==> src/hw/sprite_pkg.sv <==
`default_nettype none

package sprite_pkg;

	// sprite bank size, fixed by the register map (words 0..31)
	localparam int sprite_count = 32;
	localparam int sprite_index_w = 5;

	// square sprites
	localparam int sprite_size = 16;
	localparam int sprite_offset_w = 4; // log2 of sprite_size

	// raw sprite word
	localparam int sprite_word_w = 32;
	localparam int sprite_id_w = 9;
	localparam int sprite_id_lsb = 23; // id in [31:23], 0 = disabled
	localparam int sprite_pos_msb = 22; // top bit of the x field, all layouts

	// decoded world position, wide enough for the 3x3 x field
	localparam int world_coord_w = 13;

	// packed widths of the shadow bank and the per-sprite pipeline vectors
	localparam int shadow_id_w = sprite_count * sprite_id_w;
	localparam int shadow_pos_w = sprite_count * world_coord_w;
	localparam int offs_vec_w = sprite_count * sprite_offset_w;

endpackage

`default_nettype wire

==> src/hw/world_pkg.sv <==
`default_nettype none

package world_pkg;

	// raster coordinates, 640x480
	localparam int pixel_x_w = 10;
	localparam int pixel_y_w = 9;

	localparam int world_offset_w = 13; // scroll registers
	localparam int scroll_w = 14; // pixel + offset without wrap

	localparam int reg_addr_w = 8;
	localparam int reg_data_w = 32;

	// how the sprite word splits its position bits
	typedef enum logic [1:0] {
		world_3x3 = 2'd0, // x [22:10], y [9:0]
		world_9x1 = 2'd1, // x [22:13], y [9:0]
		world_1x9 = 2'd2, // x [22:11], y [10:0]
		world_reserved = 2'd3
	} world_type_e;

	// host register map, sprite words sit below reg_offset_x
	typedef enum logic [7:0] {
		reg_sprite_last = 8'd31,
		reg_offset_x = 8'd32,
		reg_offset_y = 8'd33,
		reg_world_type = 8'd34,
		reg_commit = 8'd35
	} reg_addr_e;

endpackage

`default_nettype wire

==> src/hw/sprite_regfile.sv <==
`default_nettype none

module sprite_regfile (
	input wire clk,
	input wire reset_n,
	input wire write,
	input wire [world_pkg::reg_addr_w-1:0] address,
	input wire [world_pkg::reg_data_w-1:0] writedata,
	input wire latch_sprites,
	output logic [sprite_pkg::shadow_id_w-1:0] shadow_id,
	output logic [sprite_pkg::shadow_pos_w-1:0] shadow_x,
	output logic [sprite_pkg::shadow_pos_w-1:0] shadow_y,
	output logic [world_pkg::world_offset_w-1:0] offset_x,
	output logic [world_pkg::world_offset_w-1:0] offset_y
);

	logic [sprite_pkg::sprite_word_w-1:0] sprite_words [0:sprite_pkg::sprite_count-1];
	world_pkg::world_type_e world_type;
	logic commit_pulse;

	function automatic logic [sprite_pkg::world_coord_w-1:0] decode_x(
		input logic [sprite_pkg::sprite_word_w-1:0] word,
		input world_pkg::world_type_e wtype
	);
		case (wtype)
			world_pkg::world_3x3: decode_x = word[sprite_pkg::sprite_pos_msb:10];
			world_pkg::world_9x1: decode_x = {3'b000, word[sprite_pkg::sprite_pos_msb:13]};
			world_pkg::world_1x9: decode_x = {1'b0, word[sprite_pkg::sprite_pos_msb:11]};
			default: decode_x = '0;
		endcase
	endfunction

	function automatic logic [sprite_pkg::world_coord_w-1:0] decode_y(
		input logic [sprite_pkg::sprite_word_w-1:0] word,
		input world_pkg::world_type_e wtype
	);
		case (wtype)
			world_pkg::world_3x3,
			world_pkg::world_9x1: decode_y = {3'b000, word[9:0]};
			world_pkg::world_1x9: decode_y = {2'b00, word[10:0]};
			default: decode_y = '0;
		endcase
	endfunction

	// host side register writes
	always_ff @(posedge clk or negedge reset_n) begin
		if (!reset_n) begin
			for (int i = 0; i < sprite_pkg::sprite_count; i++) begin
				sprite_words[i] <= '0;
			end
			offset_x <= '0;
			offset_y <= '0;
			world_type <= world_pkg::world_3x3;
			commit_pulse <= 1'b0;
		end else begin
			commit_pulse <= write && (address == world_pkg::reg_commit);
			if (write) begin
				case (address)
					world_pkg::reg_offset_x: offset_x <= writedata[world_pkg::world_offset_w-1:0];
					world_pkg::reg_offset_y: offset_y <= writedata[world_pkg::world_offset_w-1:0];
					world_pkg::reg_world_type: begin
						if (writedata[1:0] != world_pkg::world_reserved) // keep old layout
							world_type <= world_pkg::world_type_e'(writedata[1:0]);
					end
					default: begin
						if (address <= world_pkg::reg_sprite_last)
							sprite_words[address[sprite_pkg::sprite_index_w-1:0]] <= writedata;
					end
				endcase
			end
		end
	end

	// shadow bank, decoded with the layout current at load time
	always_ff @(posedge clk or negedge reset_n) begin
		if (!reset_n) begin
			shadow_id <= '0; // all sprites disabled
			shadow_x <= '0;
			shadow_y <= '0;
		end else if (commit_pulse || latch_sprites) begin
			for (int i = 0; i < sprite_pkg::sprite_count; i++) begin
				shadow_id[i*sprite_pkg::sprite_id_w +: sprite_pkg::sprite_id_w] <=
					sprite_words[i][sprite_pkg::sprite_word_w-1:sprite_pkg::sprite_id_lsb];
				shadow_x[i*sprite_pkg::world_coord_w +: sprite_pkg::world_coord_w] <=
					decode_x(sprite_words[i], world_type);
				shadow_y[i*sprite_pkg::world_coord_w +: sprite_pkg::world_coord_w] <=
					decode_y(sprite_words[i], world_type);
			end
		end
	end

	a_world_type_valid: assert property (
		@(posedge clk) disable iff (!reset_n)
		world_type != world_pkg::world_reserved
	);

endmodule

`default_nettype wire

==> config.mk <==
export PLATFORM = sky130hd
export DESIGN_NAME = sprite_regfile
export DESIGN_NICKNAME = d
export VERILOG_FILES = /design/src/hw/sprite_pkg.sv /design/src/hw/world_pkg.sv /design/src/hw/sprite_regfile.sv
export SDC_FILE = /design/constraint.sdc
export NUM_CORES = 2
export LEC_CHECK = 0
export ABC_AREA = 1
export BUFFER_PORTS_ARGS = -buffer_cell sky130_fd_sc_hd__buf_2
export CAP_MARGIN = 20
export CORE_AREA = 2 2 463 465
export CTS_CLUSTER_SIZE = 16
export DETAILED_ROUTE_END_ITERATION = 8
export DIE_AREA = 0 0 465 467
export GPL_TIMING_DRIVEN = 0
export PLACE_DENSITY_LB_ADDON = 0.05
export SYNTH_ARGS = -nofsm -noshare
export SYNTH_HDL_FRONTEND = slang
export SYNTH_SLANG_ARGS = --single-unit
export TNS_END_PERCENT = 1
==> constraint.sdc <==
create_clock -name clk -period 4 [get_ports clk]
set_clock_uncertainty 0.2 [all_clocks]
set_input_delay 0.8 -clock clk [delete_from_list [all_inputs] [get_ports clk]]
set_output_delay 0.8 -clock clk [all_outputs]
set_load 0.01 [all_outputs]
## After elaboration in Yosys (flattened, before gate mapping)

Cells that the tools add are included.

- Divide/modulo/power cells: 0
- Multipliers: 0
- Muxes and demuxes: 67
- Order comparisons: 3
- Shifts and indexed selects: 0
- Bitwise gates (word level): 2
- Eq/ne operators: 7
- Reductions and logical operators: 10
- Add/sub/neg operators: 0

Operators by type and width:

| operator | count |
|---|---|
| one-hot mux 13 bit (3 select lines) | 32 |
| bitwise mux 1024 bit | 1 |
| one-hot mux 11 bit (2 select lines) | 32 |
| demux 32 bit (select 5 bit) | 1 |
| == test 8 x 6 -> 1 bit (second input constant) | 4 |
| 2-to-1 mux 32 bit | 1 |
| <= comparator 8 x 5 -> 1 bit (second input constant) | 1 |
| >= comparator 6 bit (second input constant) | 1 |
| less-than comparator 6 x 1 -> 1 bit (second input constant) | 1 |
| NOT 5 -> 6 bit | 1 |
| AND reduction 3 bit | 2 |
| AND reduction 2 bit | 2 |
| OR reduction 3 bit | 1 |
| == test 2 x 1 -> 1 bit (second input constant) | 1 |
| == test 2 bit (second input constant) | 1 |
| logical AND 1 bit | 2 |
| logical NOT 2 bit | 1 |
| != test 2 bit (second input constant) | 1 |
| OR reduction 2 bit | 1 |
| logical OR 1 bit | 1 |
| NOT 1 bit | 1 |

- Bits in latches: 0
- RAM bits: 0
- Bits of input ports: 44
- Bits in registers: 2173
- Memory bits (read-only): 0
- Memories kept: 0

## Depth between registers and ports, before layout

- Word-level depth: 6
- Depth in mapped cells: 8
- Depth with buffers taken out: 6

## Worst setup path after synthesis

No wires, ideal clock.

- Kind: input port to flip-flop
- Start point: in address[5] in the netlist's numbering
- End point: reg sprite_words[405] in the netlist's numbering
- Buffers on the path: 3
- Cell stages on the path: 8
- Data required time: 3734 ps
- Path slack: 1945 ps
- Library setup time: 66 ps
- Arrival time: 1789 ps
- Path through: inv_1 -> nand2_1 -> nor2_4 -> buf_2 -> buf_2 -> buf_2 -> nand3_1 -> nand2_1

- Cells in the longest elaborated chain, start to end: 4
- Elaborated cells on any way between the ends: 7

RTL lines:

| item | RTL line | RTL |
|---|---|---|
| start, declared | sprite_regfile.sv:7 | `input wire [world_pkg::reg_addr_w-1:0] address,` |
| branches (longest 3 deep; another with <= comparator 8 x 5 -> 1 bit) | n/a |  |
| AND reduction 3 bit (no line) (*) | n/a |  |
| end signal, assigned by index | sprite_regfile.sv:67 | `sprite_words[address[sprite_pkg::sprite_index_w-1:0]] <= writedata;` |
| end, declared | sprite_regfile.sv:17 | `logic [sprite_pkg::sprite_word_w-1:0] sprite_words [0:sprite_pkg::sprite_count-1];` |

Mark *: on every way between the ends.
A chain may end at the register's enable or synchronous reset.

## Worst setup path in the final report

- Start point: reg world_type[1]
- End point: reg shadow_x[233] in the netlist's numbering

- Cells in the longest elaborated chain, start to end: 2
- Elaborated cells on any way between the ends: 4

RTL lines:

| item | RTL line | RTL |
|---|---|---|
| start, declared | sprite_regfile.sv:18 | `world_pkg::world_type_e world_type;` |
| start signal, assigned | sprite_regfile.sv:53 | `world_type <= world_pkg::world_3x3;` |
| start signal, assigned | sprite_regfile.sv:63 | `world_type <= world_pkg::world_type_e'(writedata[1:0]);` |
| == test 2 bit (tied with other cells) | sprite_regfile.sv:25 | `case (wtype)` |
| one-hot mux 13 bit (3 select lines) (*) | sprite_regfile.sv:25 |  |
| end signal, assigned by index | sprite_regfile.sv:84 | `shadow_x[i*sprite_pkg::world_coord_w +: sprite_pkg::world_coord_w] <=` |
| end, declared | sprite_regfile.sv:11 | `output logic [sprite_pkg::shadow_pos_w-1:0] shadow_x,` |

Mark *: on every way between the ends. The rest lies on a longest branch, timed or not.

==> flow_summary.rst <==
.. list-table::
   :header-rows: 1

   * - Metric
     - Value
   * - CTS sink cnt
     - 2109
   * - Synthesized-area fraction occupied by adder cells
     - 0%
   * - Critical path fanouts, max
     - 10
   * - Total via count after detailed routing
     - 78.88k
   * - Post-synthesis cell count
     - about 11k
   * - Max-Slew Margin vs Limit
     - 21.78%
   * - Effective utilization at floorplan
     - between 40% and 50%
   * - Worst Hold Class
     - primary input to asynchronous set/reset pin
   * - Fraction of the mapped netlist area in compound gates
     - a little under 3%
   * - Placer Congestion
     - 0.9372
   * - Die area
     - about 220000 um2
   * - Area added between synthesis and finish
     - 20.75%
   * - Total core area
     - about 210000 um2
   * - Post-route cell area
     - around 110000 um2
   * - Synthesized flop and latch total
     - about 2.1k
   * - Cell area after synthesis
     - between 80000 and 90000 um2
   * - Synthesized area per cell
     - 8.285 um2
   * - Largest family of logic cells by synthesized area
     - simple AND/OR/NAND/NOR gates
   * - Logic depth of the worst register-to-register path
     - 7
   * - Relative contribution of sequential cells to total power
     - a little under half
   * - Required time reported for the critical path endpoint
     - between 4000 and 5000 ps
   * - Hold-fix buffer count after cts
     - 1
   * - Clock Root Buffer
     - clkbuf_16
   * - Switching power share of the total
     - a little over a quarter
   * - Count of different cell masters after synthesis
     - 21
   * - Global-route wire length before repair
     - roughly 540000 um
   * - Kind of critical path
     - flop to flop
   * - Violation count after the first detailed-route iteration
     - between 8k and 9k
   * - Drc violations
     - 0
   * - Final hold violation count
     - 154
   * - Port-buffer cells
     - between 1k and 1.5k
   * - Clock Pin Slew Worst Setup and Hold Paths
     - approximately 60 ps
   * - Post-layout total power
     - around 0.05 W
   * - Source of the worst register-to-register timing path
     - world_type[1]$_DFFE_PN0P_
   * - Vias per std cell
     - about 5.2
   * - Result of the run
     - finished with violations
   * - Power Density
     - 468.6 nW/um2
   * - Clock Power Share
     - a little over two fifths
   * - Max Fclk
     - around 270 MHz
   * - Proportion of power drawn by combinational gates
     - between 9 and 10%
   * - Highest-count cells in the layout ignoring fill and taps
     - nand2_1 (5408), dfrtp_1 (2109), nand3_1 (1302), buf_2 (1292), clkbuf_1 (563)
   * - Internal power of the cells
     - between 0.03 and 0.04 W
   * - Instance count after placement with tap cells included
     - 14.59k
   * - Chip width
     - around 470 um
   * - Worst IR drop on VDD
     - between 0.0004 and 0.0005 V
   * - Cell with the largest stage delay on the worst path
     - buf_2
   * - Violated checks
     - hold timing
   * - Footprint of the multi-input gates
     - roughly 30000 um2
   * - Iteration count of the initial detailed-routing pass
     - 8
   * - Total congestion overflow after global routing
     - 0
   * - Maximum level of the CTS H-tree
     - 4
   * - Fraction of the mapped netlist area in simple logic gates
     - between 30% and 40%
   * - Post-synthesis share of cell area spent on xor and xnor gates
     - 0%
   * - List of cells traversed by the critical path
     - nor2_4 > nand2_1 > inv_1 > buf_2 > buf_2 > nand2_1 > nand2_1
   * - Sequential cell area
     - 52780 um2
   * - Reg-to-reg slack, setup
     - 320 ps
   * - Data arrival at the endpoint of the critical path
     - between 4000 and 5000 ps
   * - # fillers
     - 21.07k
   * - Post-detailed-route wirelength per cell
     - ~25 um
   * - Category of the worst setup path capture point
     - flop
   * - Fraction of layout cells with a size suffix above 1
     - between 10 and 15%
   * - Worst Max-Slew Pin Slew
     - between 1000 and 1500 ps
   * - Mux contribution to synthesized area
     - 0%
   * - Yosys warns
     - 0
   * - Setup crit start kind
     - flop
   * - Slowest cell delay on critical path
     - roughly 700 ps
   * - Most frequent CP cell
     - nand2_1
   * - Commonest non-fill, non-tap cell in the layout
     - nand2_1
   * - Die Span Y
     - roughly 470 um
   * - Post-layout net count
     - between 10k and 15k
   * - Number of maximum-capacitance violations
     - 0
   * - Number of placement rows
     - ~170
   * - Share of synthesized area occupied by flip-flops and latches
     - around 60%
   * - Insertion delay of the later-clocked pin in the worst-skew pair
     - between 800 and 900 ps
   * - Pin count of the biggest net entering global routing
     - roughly 170
   * - Number of setup buffers added after CTS
     - 0
   * - HPWL after DPL
     - about 290000 um
   * - CTS tree
     - built
   * - IO Pins
     - between 1k and 1.5k
   * - Placed Area
     - around 100000 um2
   * - Number of routed nets with antenna violations
     - 0
   * - P_sw
     - ~0.013 W
   * - Final Hold Slack
     - -219.6 ps
   * - CTS Buf Count
     - roughly 230
   * - Final Setup Violations
     - 0
   * - Unrepaired setup endpoints after global routing
     - false
   * - Initial antenna violation count
     - between 40 and 50
   * - Reported leakage power
     - 59.01 nW
   * - Final wirelength
     - about 380000 um
   * - Sum Neg Setup Slack
     - 0 ps
   * - Share of the clock period used by the worst path
     - slightly above 90%
   * - Overall global routing resource usage
     - 34.26%
   * - Via count of the first global-routing pass
     - between 70k and 80k
   * - Maximum root-to-sink buffer count
     - 3
   * - Post-layout instance count excluding filler cells
     - ~15k
   * - Pins Over Slew Limit
     - 0
   * - Critical register-to-register path endpoint
     - shadow_x[233]$_DFFE_PN0P_
   * - Post-route minimum period
     - ~3700 ps
what timing repair did:
action	in CTS	in global routing
resized for setup	0	1
hold endpoints to repair	155	154
endpoints found under the setup margin	0	1
stage by stage:
step                      setup WS (ps)  utilization, %
after floorplan                    1945               -
after global placement           -45990           45.66
after detailed placement         -339.6           46.22
after CTS                         52.75           49.81
after global routing              211.9           49.83
final                             319.7           49.84
cell type report:
type | instances | area share, %
antenna | 13 | 0.03084
inverter | 367 | 1.306
timing repair buffer | 1168 | 6.361
tap | 2821 | 3.346
clock buffer | 361 | 6.584
multi-input combinational | 7323 | 28.38
sequential | 2109 | 50.03
clock inverter | 58 | 0.6144
buffer | 808 | 3.343
routing by layer:
metal | vias to the layer above | GRT usage [%] | part of all wire, %
li1 | 35743 | - | -
met1 | 39116 | 46.31 | 42
met2 | 3274 | 51.00 | 43
met3 | 722 | 8.245 | 8.7
met4 | 28 | 18.37 | 6.3
met5 | - | 0 | 0.049
power groups by stage:
| stage | clock (W) | sequential (W) | combinational, W |
|---|---|---|---|
| global placement | 0 | 0.0238 | 0.00436 |
| floorplan | 0 | 0.0236 | 0.00174 |
| detailed placement | 0 | 0.0237 | 0.00454 |
| finish | 0.0215 | 0.0234 | 0.00454 |
| CTS | 0.0218 | 0.0233 | 0.00456 |
| global route | 0.0226 | 0.0234 | 0.00495 |
worst max-delay path, delay by kind of cell (launching register included):
kind	cells	cell delay [ps]
buffers and inverters	3	1770
and+or+nand+nor	4	1150
DFF	1	450
flip-flops by register name (all words and copies together) (netlist names):
signal / cells
offset_y: 13
commit_pulse: 1
shadow_y: 352
shadow_x: 416
shadow_id: 288
sprite_words: 1024
offset_x: 13
world_type: 2
how the worst max path moves through the flow:
stage	start	to	slack [ps]
after CTS	world_type[1]$_DFFE_PN0P_	shadow_x[233]$_DFFE_PN0P_	50
after global placement	reset_n	shadow_id[94]$_DFFE_PN0P_	-45990
after floorplan	address[5]	sprite_words[405]$_DFFE_PN0P_	1940
after detailed placement	reset_n	shadow_id[97]$_DFFE_PN0P_	-340
after global routing	reset_n	sprite_words[695]$_DFFE_PN0P_	210
final	world_type[1]$_DFFE_PN0P_	shadow_x[233]$_DFFE_PN0P_	320
cell families after synthesis:
kind of cell | count (synthesis)
other | 1
AND/OR/NAND/NOR | 6776
AO/OA/AOI/OAI | 483
buffers and inverters | 1175
flip-flops | 2109
cells in the mapped netlist (all sizes together):
master  count  share of area [%]
inv       367                1.6
clkbuf    517                2.2
o21ai     449                2.6
nand2    5412                 23
conb        1             0.0043
buf       291                1.8
nand4      15               0.11
nor4        1             0.0072
nand3    1302                7.5
a21oi       1             0.0057
dfrtp    2109                 60
o211ai      1             0.0086
a22o       32               0.32
nor2       46               0.24
Note: power is estimated with default switching activity, not from simulation.
