$ cat src/hw/sprite_pkg.sv
`default_nettype none

package sprite_pkg;

	// sprite bank size, fixed by the register map (words 0..31)
	localparam int sprite_count = 32;
	localparam int sprite_index_w = 5;

	// square sprites
	localparam int sprite_size = 16;
	localparam int sprite_offset_w = 4; // log2 of sprite_size

	// raw sprite word
	localparam int sprite_word_w = 32;
	localparam int sprite_id_w = 9;
	localparam int sprite_id_lsb = 23; // id in [31:23], 0 = disabled
	localparam int sprite_pos_msb = 22; // top bit of the x field, all layouts

	// decoded world position, wide enough for the 3x3 x field
	localparam int world_coord_w = 13;

	// packed widths of the shadow bank and the per-sprite pipeline vectors
	localparam int shadow_id_w = sprite_count * sprite_id_w;
	localparam int shadow_pos_w = sprite_count * world_coord_w;
	localparam int offs_vec_w = sprite_count * sprite_offset_w;

endpackage

`default_nettype wire

$ cat src/hw/sprite_priority.sv
`default_nettype none

module sprite_priority (
	input wire clk,
	input wire reset_n,
	input wire [sprite_pkg::sprite_count-1:0] visible_mask,
	input wire [sprite_pkg::offs_vec_w-1:0] sprite_offs_x,
	input wire [sprite_pkg::offs_vec_w-1:0] sprite_offs_y,
	input wire [sprite_pkg::shadow_id_w-1:0] ids_out,
	input wire hit_valid,
	output logic out_valid,
	output logic hit,
	output logic [sprite_pkg::sprite_index_w-1:0] sprite_index,
	output logic [sprite_pkg::sprite_id_w-1:0] sprite_id,
	output logic [sprite_pkg::sprite_offset_w-1:0] sprite_offset_x,
	output logic [sprite_pkg::sprite_offset_w-1:0] sprite_offset_y,
	output logic border
);

	logic [sprite_pkg::sprite_index_w-1:0] sel;
	logic take;
	logic [sprite_pkg::sprite_id_w-1:0] sel_id;
	logic [sprite_pkg::sprite_offset_w-1:0] sel_ox;
	logic [sprite_pkg::sprite_offset_w-1:0] sel_oy;
	logic sel_border;

	// scan from the top so the lowest index is the last to win
	always_comb begin
		sel = '0;
		for (int i = sprite_pkg::sprite_count - 1; i >= 0; i--) begin
			if (visible_mask[i])
				sel = i[sprite_pkg::sprite_index_w-1:0];
		end
	end

	assign take = hit_valid && (|visible_mask);
	assign sel_id = ids_out[sel*sprite_pkg::sprite_id_w +: sprite_pkg::sprite_id_w];
	assign sel_ox = sprite_offs_x[sel*sprite_pkg::sprite_offset_w +: sprite_pkg::sprite_offset_w];
	assign sel_oy = sprite_offs_y[sel*sprite_pkg::sprite_offset_w +: sprite_pkg::sprite_offset_w];

	assign sel_border = (sel_ox == '0) || (sel_ox == sprite_pkg::sprite_size - 1)
		|| (sel_oy == '0) || (sel_oy == sprite_pkg::sprite_size - 1);

	always_ff @(posedge clk or negedge reset_n) begin
		if (!reset_n) begin
			out_valid <= 1'b0;
			hit <= 1'b0;
			sprite_index <= '0;
			sprite_id <= '0;
			sprite_offset_x <= '0;
			sprite_offset_y <= '0;
			border <= 1'b0;
		end else begin
			out_valid <= hit_valid;
			hit <= take;
			if (take) begin
				sprite_index <= sel;
				sprite_id <= sel_id;
				sprite_offset_x <= sel_ox;
				sprite_offset_y <= sel_oy;
				border <= sel_border;
			end else begin
				sprite_index <= '0; // misses report all zero
				sprite_id <= '0;
				sprite_offset_x <= '0;
				sprite_offset_y <= '0;
				border <= 1'b0;
			end
		end
	end

	a_hit_has_id: assert property (
		@(posedge clk) disable iff (!reset_n)
		hit |-> (out_valid && sprite_id != '0)
	);

endmodule

`default_nettype wire

$ cat config.mk
export PLATFORM = sky130hd
export DESIGN_NAME = sprite_priority
export DESIGN_NICKNAME = d
export VERILOG_FILES = /design/src/hw/sprite_pkg.sv /design/src/hw/sprite_priority.sv
export SDC_FILE = /design/constraint.sdc
export NUM_CORES = 1
export LEC_CHECK = 0
export CAP_MARGIN = 20
export CORE_AREA = 2 2 237 239
export CTS_CLUSTER_DIAMETER = 40
export DETAILED_ROUTE_END_ITERATION = 8
export DIE_AREA = 0 0 239 241
export DONT_BUFFER_PORTS = 1
export PLACE_DENSITY = 0.35
export SYNTH_ARGS = -nofsm -noshare
export SYNTH_HDL_FRONTEND = slang
export SYNTH_SLANG_ARGS = --single-unit
$ cat constraint.sdc
create_clock -name clk -period 0.8 [get_ports clk]
set_clock_uncertainty 0.1 [all_clocks]
set_input_delay 0.12 -clock clk [delete_from_list [all_inputs] [get_ports clk]]
set_output_delay 0.12 -clock clk [all_outputs]
set_load 0.01 [all_outputs]
== Word level (Yosys, flattened, before mapping) ==
Index checks and enable logic that the tools add are counted.
Cells by class
  equality and inequality tests: 2
  shifts and indexed selects: 3
  multiply operators: 1
  reduce and logical (&&, ||, !) cells: 7
  mux-type cells: 37
Operators by type and width (count)
  variable part select 288 x 10 -> 9 bit: 1
  variable part select 128 x 8 -> 4 bit: 2
  two-way mux 5 bit: 33
  OR reduction 32 bit: 1
  multiplier 5 x 4 -> 9 bit, second input constant: 1
  two-way mux 9 bit: 1
  == test 4 bit, second input constant: 2
  zero test 4 bit: 2
  two-way mux 4 bit: 2
  logical OR 1 bit: 3
  logical AND 1 bit: 1
  two-way mux 1 bit: 1
Word-level totals
  bits of input ports: 579
  flip-flop bits (word level): 25

== Logic depth before layout (Yosys ltp) ==
Gate-level depths: netlist (run 1).
  depth in word-level cells: 38
  mapped depth: 16

== Worst setup path after synthesis (run 1) ==
No wires, ideal clock.
  kind: in2reg
  from: input visible_mask[14] (netlist name)
  to: register border
  stages on the path: 12
  data arrival time: 2.680 ns
  path slack: -2.062 ns
  data required time: 0.618 ns
  cell sequence: or2_1 > a2111o_1 > a311o_1 > and3_4 > buf_6 > a21oi_4 > nand2_4 > o22ai_1 > nor4_1 > and3_4 > or4_1 > a31oi_1
Between the ends
  longest elaborated chain between the ends: 21
  elaborated cells between the ends (all ways): 27
  classes of those cells: eq/ne (2); shift (2); mux (16); reduce/logical (7)
Ends and longest elaborated chain
  start: declaration: line sprite_priority.sv:6  | input wire [sprite_pkg::sprite_count-1:0] visible_mask,
  two-way mux 5 bit (15 in a row): line sprite_priority.sv:31  | if (visible_mask[i])
  variable part select 128 x 8 -> 4 bit: line sprite_priority.sv:38  | assign sel_ox = sprite_offs_x[sel*sprite_pkg::sprite_offset_w +: sprite_pkg::sprite_offset_w];
  == test 4 bit or zero test 4 bit (tied branches): line sprite_priority.sv:41  | assign sel_border = (sel_ox == '0) || (sel_ox == sprite_pkg::sprite_size - 1)
  logical OR 1 bit: line sprite_priority.sv:41
  logical OR 1 bit (2 in a row): line sprite_priority.sv:42  | || (sel_oy == '0) || (sel_oy == sprite_pkg::sprite_size - 1);
  two-way mux 1 bit (*): line sprite_priority.sv:56  | if (take) begin
  end signal: assignment: line sprite_priority.sv:61  | border <= sel_border;
  end: declaration: line sprite_priority.sv:17  | output logic border
Every way passes the cells marked *; elsewhere a longest branch is shown, timed or not.

== Final worst setup path (run 1) ==
  from: input visible_mask[27] (netlist name)
  to: register border
Between the ends
  longest elaborated chain between the ends: 34
  elaborated cells between the ends (all ways): 40
  classes of those cells: eq/ne (2); shift (2); mux (29); reduce/logical (7)
Ends and longest elaborated chain (line)
  two-way mux 5 bit (28 in a row): sprite_priority.sv:31
  variable part select 128 x 8 -> 4 bit: sprite_priority.sv:38
  == test 4 bit or zero test 4 bit (tied branches): sprite_priority.sv:41
  logical OR 1 bit: sprite_priority.sv:41
  logical OR 1 bit (2 in a row): sprite_priority.sv:42
  two-way mux 1 bit (*): sprite_priority.sv:56
Marks and branches as above.

==> results of run 1 <==
-- kinds of logic (layout without fill, tap and decap cells) --
group,after synthesis,in the layout,synth area share [%]
AOI/OAI and AO/OA,239,239,27.4
buffers and inverters,93,267,6.77
DFF,25,25,9.96
muxes,80,80,12.8
other,0,6,0
and+or+nand+nor,595,595,43.1
-- per-stage QoR --
step / setup WS (ns) / hold WS, ns
3_3_place_gp: -2.75 / -0.275
2_1_floorplan: -1.99 / -0.276
4_1_cts: -2.04 / -0.593
3_5_place_dp: -2.77 / -0.274
5_1_grt: -2.20 / -0.597
6_report: -2.07 / -0.583
-- timing repair --
item,CTS,global route
buffers inserted,44,58
endpoints found under the setup margin,49,50
hold endpoints to repair,34,26
gates cloned,9,2
resized for setup,161,246
pin swaps,49,94
-- cells in the mapped netlist, types with 3 or more instances --
library cell               number  area [um^2]
sky130_fd_sc_hd__a31oi_1       30          188
sky130_fd_sc_hd__o22ai_1       24          150
sky130_fd_sc_hd__nor2b_1        9         56.3
sky130_fd_sc_hd__a221oi_1      11         96.3
sky130_fd_sc_hd__and3_1        41          257
sky130_fd_sc_hd__nor4_1        17          106
sky130_fd_sc_hd__nand4_1        3         18.8
sky130_fd_sc_hd__nand2_2        3         18.8
sky130_fd_sc_hd__buf_4          3         22.5
sky130_fd_sc_hd__nor3_1        11         55.1
sky130_fd_sc_hd__mux2i_1       77          771
sky130_fd_sc_hd__or4_1          6         45.0
sky130_fd_sc_hd__and2_1         4         25.0
sky130_fd_sc_hd__a211oi_1       4         30.0
sky130_fd_sc_hd__clkbuf_1      40          150
sky130_fd_sc_hd__dfrtp_1       25          626
sky130_fd_sc_hd__and3_4         3         33.8
sky130_fd_sc_hd__o21ai_0        7         35.0
sky130_fd_sc_hd__buf_1         11         41.3
sky130_fd_sc_hd__a21oi_1       62          310
sky130_fd_sc_hd__a32o_1         9         90.1
sky130_fd_sc_hd__nand2b_1      10         62.6
sky130_fd_sc_hd__nor2_1        21         78.8
sky130_fd_sc_hd__buf_6          4         45.0
sky130_fd_sc_hd__o21ai_1        5         25.0
sky130_fd_sc_hd__inv_1          6         22.5
sky130_fd_sc_hd__a22oi_1        5         37.5
sky130_fd_sc_hd__a311oi_1      55          482
sky130_fd_sc_hd__nand3_1       87          435
sky130_fd_sc_hd__a21boi_0       3         22.5
sky130_fd_sc_hd__buf_2         28          140
sky130_fd_sc_hd__nand2_1      368         1380
-- report_power, final --
group	switching (mW)	total [mW]	internal, mW
combinational	3.09	6.06	2.97
sequential	0.132	1.49	1.36
clock	0.618	1.30	0.686
-- per-layer routing --
metal | share of wire, % | up-vias
li1 | - | 4153
met1 | 40 | 4497
met2 | 49 | 513
met3 | 7.9 | 68
met4 | 3.3 | 2
met5 | 0.026 | -
-- sequential cells by signal, summed over array words and instances (netlist names) --
register and count:
border 1, sprite_offset_y 4, sprite_offset_x 4, hit 1
sprite_id 9, out_valid 1, sprite_index 5
-- critical path: stages --
cell                       delay [ns]
sky130_fd_sc_hd__a2111o_1        0.45
sky130_fd_sc_hd__nor3_4          0.24
sky130_fd_sc_hd__o221ai_4        0.16
sky130_fd_sc_hd__nand2_4         0.15
sky130_fd_sc_hd__buf_4           0.13
sky130_fd_sc_hd__buf_12          0.10
sky130_fd_sc_hd__buf_16          0.13
sky130_fd_sc_hd__buf_4           0.12
sky130_fd_sc_hd__buf_4           0.13
sky130_fd_sc_hd__nand2_1         0.05
sky130_fd_sc_hd__a211o_1         0.28
sky130_fd_sc_hd__and3_4          0.19
sky130_fd_sc_hd__or4_1           0.53
sky130_fd_sc_hd__a31oi_1         0.16
-- cell type report --
class                      instances  share of cell area [%]
sequential                        25                    5.55
multi-input combinational        914                    59.3
inverter                           7                   0.297
tap                              704                    7.74
timing repair buffer             256                    26.2
clock buffer                       3                   0.660
clock inverter                     1                  0.0660
antenna                            6                   0.132
-- worst paths after layout --
| check | from | end | slack, ns | cells after the start |
|---|---|---|---|---|
| max in group asynchronous | reset_n | sprite_id[5] | 1.08 | 0 |
| setup / recovery | visible_mask[27] | border | -2.07 | 14 |
| hold / removal | reset_n | border | -0.58 | 0 |
| min in group clk | hit_valid | sprite_id[0] | 0.01 | 1 |
==> results summary, run 1 <==
The multi-input combinational cells in the finished layout cover a total of 6750 um^2. The leftover overflow at the end of global routing is 0. The path class of the tightest hold or removal check is input pin to async pin. After clock tree synthesis, the clock-pin slew on the worst setup and hold paths is 0.09 ns.

After detailed routing, the number of remaining DRC violations is 0. The total core area came out at 54,900 um^2. The first detailed-routing pass took 5 iterations. Once routing completed, OpenROAD measured the worst setup slack at -2.07 ns. Headroom to the max-slew limit came out at 61.4%. The y dimension of the die came out at 241 um.

The boundary pin count came out at 604. Buffers inserted to repair hold after CTS numbered 1. The run finished, with violations left. The most used flip-flop cell after synthesis is sky130_fd_sc_hd__dfrtp_1. The maximum VDD drop came out at 662 uV. The wire length of the first global-routing pass came out at 65,000 um. The number of buffers inserted during clock tree synthesis came out at 3. The per-cell via count in the routed design came out at 4.82. The cell area after placement came out at 8430 um^2.

After layout, the worst path uses 358% of the clock period. The number of instances in the synthesized netlist is 1,032. The share of cells above drive strength 1 came out at 41.6%. The netlist area before placement is 6280 um^2.

The initialized floorplan defines 86 standard-cell rows. The post-synthesis average cell area came out at 6.09 um^2. The initial antenna violation count is 7. The largest net degree at the start of global routing is 29. The final design utilization is 20.7%. The width of the die is 239 um. The clock sink count came out at 25. The final reports fail on negative hold slack, negative setup slack. The first-iteration detailed-routing DRC count is 617. The routed length per instance is 26.1 um. The remaining number of nets flagged by the antenna check after routing came out at 0. The routed design could run at a clock period as short as 2.87 ns. The count of buffers inserted at the top-level ports came out at 0. The area of the die came out at 57,600 um^2.

TritonCTS built the clock tree. Counting the fill cells in the layout gives 6,166. The post-layout net count is 1,786. The top cell types in the final layout, fill and taps aside, are sky130_fd_sc_hd__nand2_1 (339), sky130_fd_sc_hd__buf_4 (139), sky130_fd_sc_hd__nand3_1 (73). The leading cell type in the layout, fill and taps excluded is sky130_fd_sc_hd__nand2_1. The power density normalized to cell area is 778 nW/um^2. The all-layer global routing usage is 15.7%.

Leaving out filler cells and counting taps, the final layout contains 1,916. The top fanout value on the critical path is 8. The total design power is 8.86 mW. The routing usage on met3 came out at 3.20%. The global-route track usage on met2 is 27.3%.

The total number of vias came out at 9,233. The synthesis warning total came out at 0. The sequential cells in the finished layout cover a total of 632 um^2.

The sum of routed wire length over all layers is 50,000 um. The sum of net half-perimeters after detailed placement came out at 38,600 um. The number of maximum-capacitance constraint violations came out at 0. The number of global-route vias before repair came to 9,208. The number of enable flip-flop cells after synthesis is 0. The final worst hold slack is -0.583 ns. The longest clock path from root to sink contains 2 buffers. The number of levels in the clock H-tree is 1. The final-layout setup total negative slack came out at -41.20 ns. The met1 track utilization from global routing is 18.9%. The data required time of the critical path is 0.91 ns.

The setup path with the least slack is of type input pin to flip-flop. At the pin with the least slew margin, the transition time is 0.578 ns. The maximum clock frequency came out at 349 MHz.

The share of async-settable or async-resettable flops after synthesis is 100%. The count of final max-slew check failures came out at 0. The worst setup path is captured at a flip-flop.

Clock tree synthesis selected as its root buffer the cell sky130_fd_sc_hd__clkbuf_16. The sequential-to-total area share from yosys stat came out at 9.96%. The effective utilization at floorplan is 11.4%.

The final weighted congestion in routability-driven placement came out at 0.868. The flip-flop and latch count after synthesis came out at 25. The worst endpoint data arrival time is 2.98 ns. The count of final hold-check violations is 25. Counting distinct cell types in the post-synthesis netlist gives 63. The post-synth net total is 1,611. The finished layout cell area came out at 11,400 um^2. Setup repair after global routing could not meet its margin everywhere.

The total setup violations reported at the end of the flow is 49. In this run the static leakage power is 4.53 nW. In this run the most used layer during global routing was met2. The number of placed instances with taps included is 1,811.

STA classifies the critical path startpoint as an input pin. From synthesis to final layout, the design area changed by 81.1%.
No activity file was read; power rests on OpenSTA's default activity.
==> inputs of run 2 (changes only) <==
Settings changed: ABC_AREA from default to 1, CORE_AREA 2 2 237 239 to 2 2 234 236, DIE_AREA 0 0 239 241 to 0 0 236 238, PLACE_DENSITY 0.35 to 0.37.
==> results summary, run 2 <==
The netlist area before placement came to 7340 um^2 (was 6280 um^2). The launch point of the worst path is visible_mask[30] (was visible_mask[27]). The leading cell type in the layout, fill and taps excluded is sky130_fd_sc_hd__nand2_1 (unchanged). The sum of routed wire length over all layers is 51,300 um (was 50,000 um). The first-iteration detailed-routing DRC count came out at 719 (was 617). The initial antenna violation count is 9 (was 7). The tightest slew margin relative to the limit is 68.6% (was 61.4%). The total DRC errors in the routed layout was 0 (unchanged). Most frequent cells after synthesis: sky130_fd_sc_hd__nand2_1 (573), sky130_fd_sc_hd__nand3_1 (518), sky130_fd_sc_hd__inv_1 (132) (was sky130_fd_sc_hd__nand2_1 (368), sky130_fd_sc_hd__nand3_1 (87), sky130_fd_sc_hd__mux2i_1 (77)). The top fanout value on the critical path came out at 26 (was 8). The remaining number of nets flagged by the antenna check after routing was 0 (unchanged). The post-synthesis average cell area came out at 4.86 um^2 (was 6.09 um^2).

The cell taking the most area after synthesis is sky130_fd_sc_hd__nand3_1 (was sky130_fd_sc_hd__nand2_1). The number of optimization iterations in the first detailed-route pass came out at 6 (was 5). The effective utilization at floorplan is 13.7% (was 11.4%). The post-route clock period utilization came out at 363% (was 358%). The adder-cell share of the synthesized area came out at 0% (unchanged). The number of levels in the clock H-tree came to 1 (unchanged). The delay of the slowest cell on the worst path is 0.21 ns (was 0.53 ns). The final design utilization came to 20.2% (was 20.7%). The main combinational cell family by area after synthesis is simple AND/OR/NAND/NOR gates (unchanged).

The cell with the largest stage delay on the worst path was sky130_fd_sc_hd__buf_16 (was sky130_fd_sc_hd__or4_1). The synthesis warning total is 0 (unchanged). The share of the synthesized area in compound gates (AO/OA/AOI/OAI) came out at 3.46% (was 27.4%).

The number of global-route vias before repair is 10,494 (was 9,208). The final worst setup slack is -2.10 ns (was -2.07 ns). The total number of vias came out at 10,836 (was 9,233). The most numerous cell in the Yosys netlist was sky130_fd_sc_hd__nand2_1 (unchanged). The sequential-to-total area share from yosys stat is 8.53% (was 9.96%). Largest cells by area after synthesis: sky130_fd_sc_hd__nand3_1 (35%), sky130_fd_sc_hd__nand2_1 (29%), sky130_fd_sc_hd__dfrtp_1 (8.5%) (was sky130_fd_sc_hd__nand2_1 (22%), sky130_fd_sc_hd__mux2i_1 (12%), sky130_fd_sc_hd__dfrtp_1 (10%)). The post-synthesis simple-gate area fraction is 72.4% (was 43.1%). The power density normalized to cell area was 805 nW/um^2 (was 778 nW/um^2). The unique cell type count in the Yosys netlist came to 27 (was 63). The routed length per instance is 22.7 um (was 26.1 um).

The top flip-flop cell by instance count after synthesis is sky130_fd_sc_hd__dfrtp_1 (unchanged). The sum of net half-perimeters after detailed placement came out at 39,000 um (was 38,600 um). The flip-flop and latch count after synthesis came out at 25 (unchanged). The number of enable flip-flop cells after synthesis came out at 0 (unchanged). The final-layout fill cell count is 6,267 (was 6,166). The number of buffers inserted during clock tree synthesis is 3 (unchanged). Setup repair after global routing missed its margin: true (unchanged). The y dimension of the die was 238 um (was 241 um). Registers with the most flip-flops: sprite_id x9, sprite_index x5 (unchanged). The clock transition at the register clock pins on the worst setup and hold paths after CTS is 0.10 ns (was 0.09 ns).

The area of the die came out at 56,200 um^2 (was 57,600 um^2). The total design power came out at 8.71 mW (was 8.86 mW). The number of hold buffers added after CTS is 1 (unchanged). The count of final max-slew check failures is 0 (unchanged). The number of flip-flops in the largest register came out at 9 (unchanged). The leakage power came out at 5.07 nW (was 4.53 nW). The final critical delay including setup and external delays is 2.90 ns (was 2.87 ns). The number of instances in the synthesized netlist is 1,508 (was 1,032). The count of standard-cell rows came to 85 (was 86).

The per-cell via count in the routed design came out at 4.79 (was 4.82). Outcome: finished, violations left (unchanged). Top library cells by usage in the layout, fill and taps aside: sky130_fd_sc_hd__nand2_1 (538), sky130_fd_sc_hd__nand3_1 (412), sky130_fd_sc_hd__inv_1 (126) (was sky130_fd_sc_hd__nand2_1 (339), sky130_fd_sc_hd__buf_4 (139), sky130_fd_sc_hd__nand3_1 (73)).

The mux cell area share after synthesis came out at 0% (was 12.8%). The class of the most critical hold timing path is input pin to async pin (unchanged). The launching element type of the critical path is an input pin (unchanged). The type of the worst setup path is input pin to flip-flop (unchanged).

The all-layer global routing usage is 17.0% (was 15.7%). The number of maximum-capacitance constraint violations is 0 (unchanged). The area share of the leading cell type in the synthesized netlist is 35.3% (was 22.0%).

The count of buffers inserted at the top-level ports came out at 0 (unchanged). The post-layout net count came out at 2,135 (was 1,786). The number of buffers on the longest clock path is 2 (unchanged). The wire length of the first global-routing pass came to 70,400 um (was 65,000 um).

The count of final hold-check violations came out at 25 (unchanged). The largest net degree at the start of global routing is 61 (was 29). The share of async-settable or async-resettable flops after synthesis was 100% (unchanged). The final worst hold slack came out at -0.597 ns (was -0.583 ns).

The register containing the most flip-flops in the final layout is sprite_id (unchanged). The kind of capture point of the worst setup path is a flip-flop (unchanged). The leftover overflow at the end of global routing is 0 (unchanged). The maximum VDD drop is 707 uV (was 662 uV). The clock sink count was 25 (unchanged). The data required time of the critical path came out at 0.93 ns (was 0.91 ns). The share of cells above drive strength 1 was 23.7% (was 41.6%). The slew at the pin closest to its max-slew limit is 0.471 ns (was 0.578 ns). The post-synth net total was 2,087 (was 1,611). The width of the die came out at 236 um (was 239 um).

Violated checks: negative hold slack, negative setup slack (unchanged). The TritonCTS clock tree is yes (unchanged). The total setup violations reported at the end of the flow came out at 49 (unchanged). The final weighted congestion in routability-driven placement is 0.885 (was 0.868). The xor-xnor portion of the synthesized cell area is 0% (unchanged).

The boundary pin count came out at 604 (unchanged). The total core area came out at 53,500 um^2 (was 54,900 um^2). The most frequent cell on the critical path is sky130_fd_sc_hd__nand2_1 (was sky130_fd_sc_hd__buf_4). The worst endpoint data arrival time is 3.03 ns (was 2.98 ns). The root cell of the clock tree is sky130_fd_sc_hd__clkbuf_16 (unchanged). The layout overhead on the synthesized area is 47.6% (was 81.1%). The maximum clock frequency came to 344 MHz (was 349 MHz).
-- run 2: per-stage QoR --
stage                     setup TNS, ns  setup WS (ns)  area, um^2  cells
after floorplan                  -37.15          -1.90        7500   1508
after global placement           -56.32          -3.14        8970   2212
after detailed placement         -54.17          -3.03        8970   2212
after CTS                        -45.71          -2.12       10200   2241
after global routing             -52.29          -2.49       10800   2259
final                            -44.46          -2.10       10800   2260
-- run 2: cell families after synthesis --
group / count (synthesis)
AOI/OAI and AO/OA: 44
and+or+nand+nor: 1182
DFF: 25
buffers and inverters: 257
-- run 2: area by class of cell --
| type | instances | area [um^2] | share of cell area [%] |
|---|---|---|---|
| antenna | 9 | 22.5 | 0.208 |
| multi-input combinational | 1227 | 6610 | 61.1 |
| tap | 696 | 871 | 8.04 |
| inverter | 136 | 523 | 4.83 |
| timing repair buffer | 163 | 2080 | 19.3 |
| sequential | 25 | 632 | 5.84 |
| clock buffer | 3 | 75.1 | 0.693 |
| clock inverter | 1 | 7.51 | 0.0693 |
-- run 2: critical path, delay by kind of cell --
kind | cells | cell delay [ns]
AND/OR/NAND/NOR | 34 | 1.91
AO/OA/AOI/OAI | 3 | 0.36
buffers and inverters | 4 | 0.57
-- run 2: report_power, final --
part           internal (mW)  switching [mW]  total [mW]
combinational           2.40            3.35        5.75
sequential              1.36           0.137        1.50
clock                  0.693           0.771        1.46
total                   4.45            4.26        8.71
-- run 2: repair_timing --
action                                  in CTS  in global routing
buffers inserted                            13                  9
gates resized for setup                    164                104
endpoints found under the setup margin      49                 49
hold endpoints to repair                    27                 25
pin swaps                                   19                 30
cloned                                      11                  6
-- run 2: layer usage --
| layer | vias to the layer above | global-route usage, % | part of all wire [%] |
|---|---|---|---|
| li1 | 5034 | - | - |
| met4 | 0 | 7.22 | 4.1 |
| met3 | 102 | 2.52 | 7.0 |
| met2 | 673 | 31.3 | 51 |
| met5 | - | 0 | 0 |
| met1 | 5027 | 19.4 | 38 |
-- run 2: worst max path at each step --
stage,to,slack [ns],cells past startpoint
2_1_floorplan,border,-1.90,45
3_3_place_gp,sprite_id[5],-3.14,39
3_5_place_dp,sprite_id[5],-3.03,39
4_1_cts,border,-2.12,46
5_1_grt,border,-2.49,45
6_report,sprite_id[5],-2.10,41
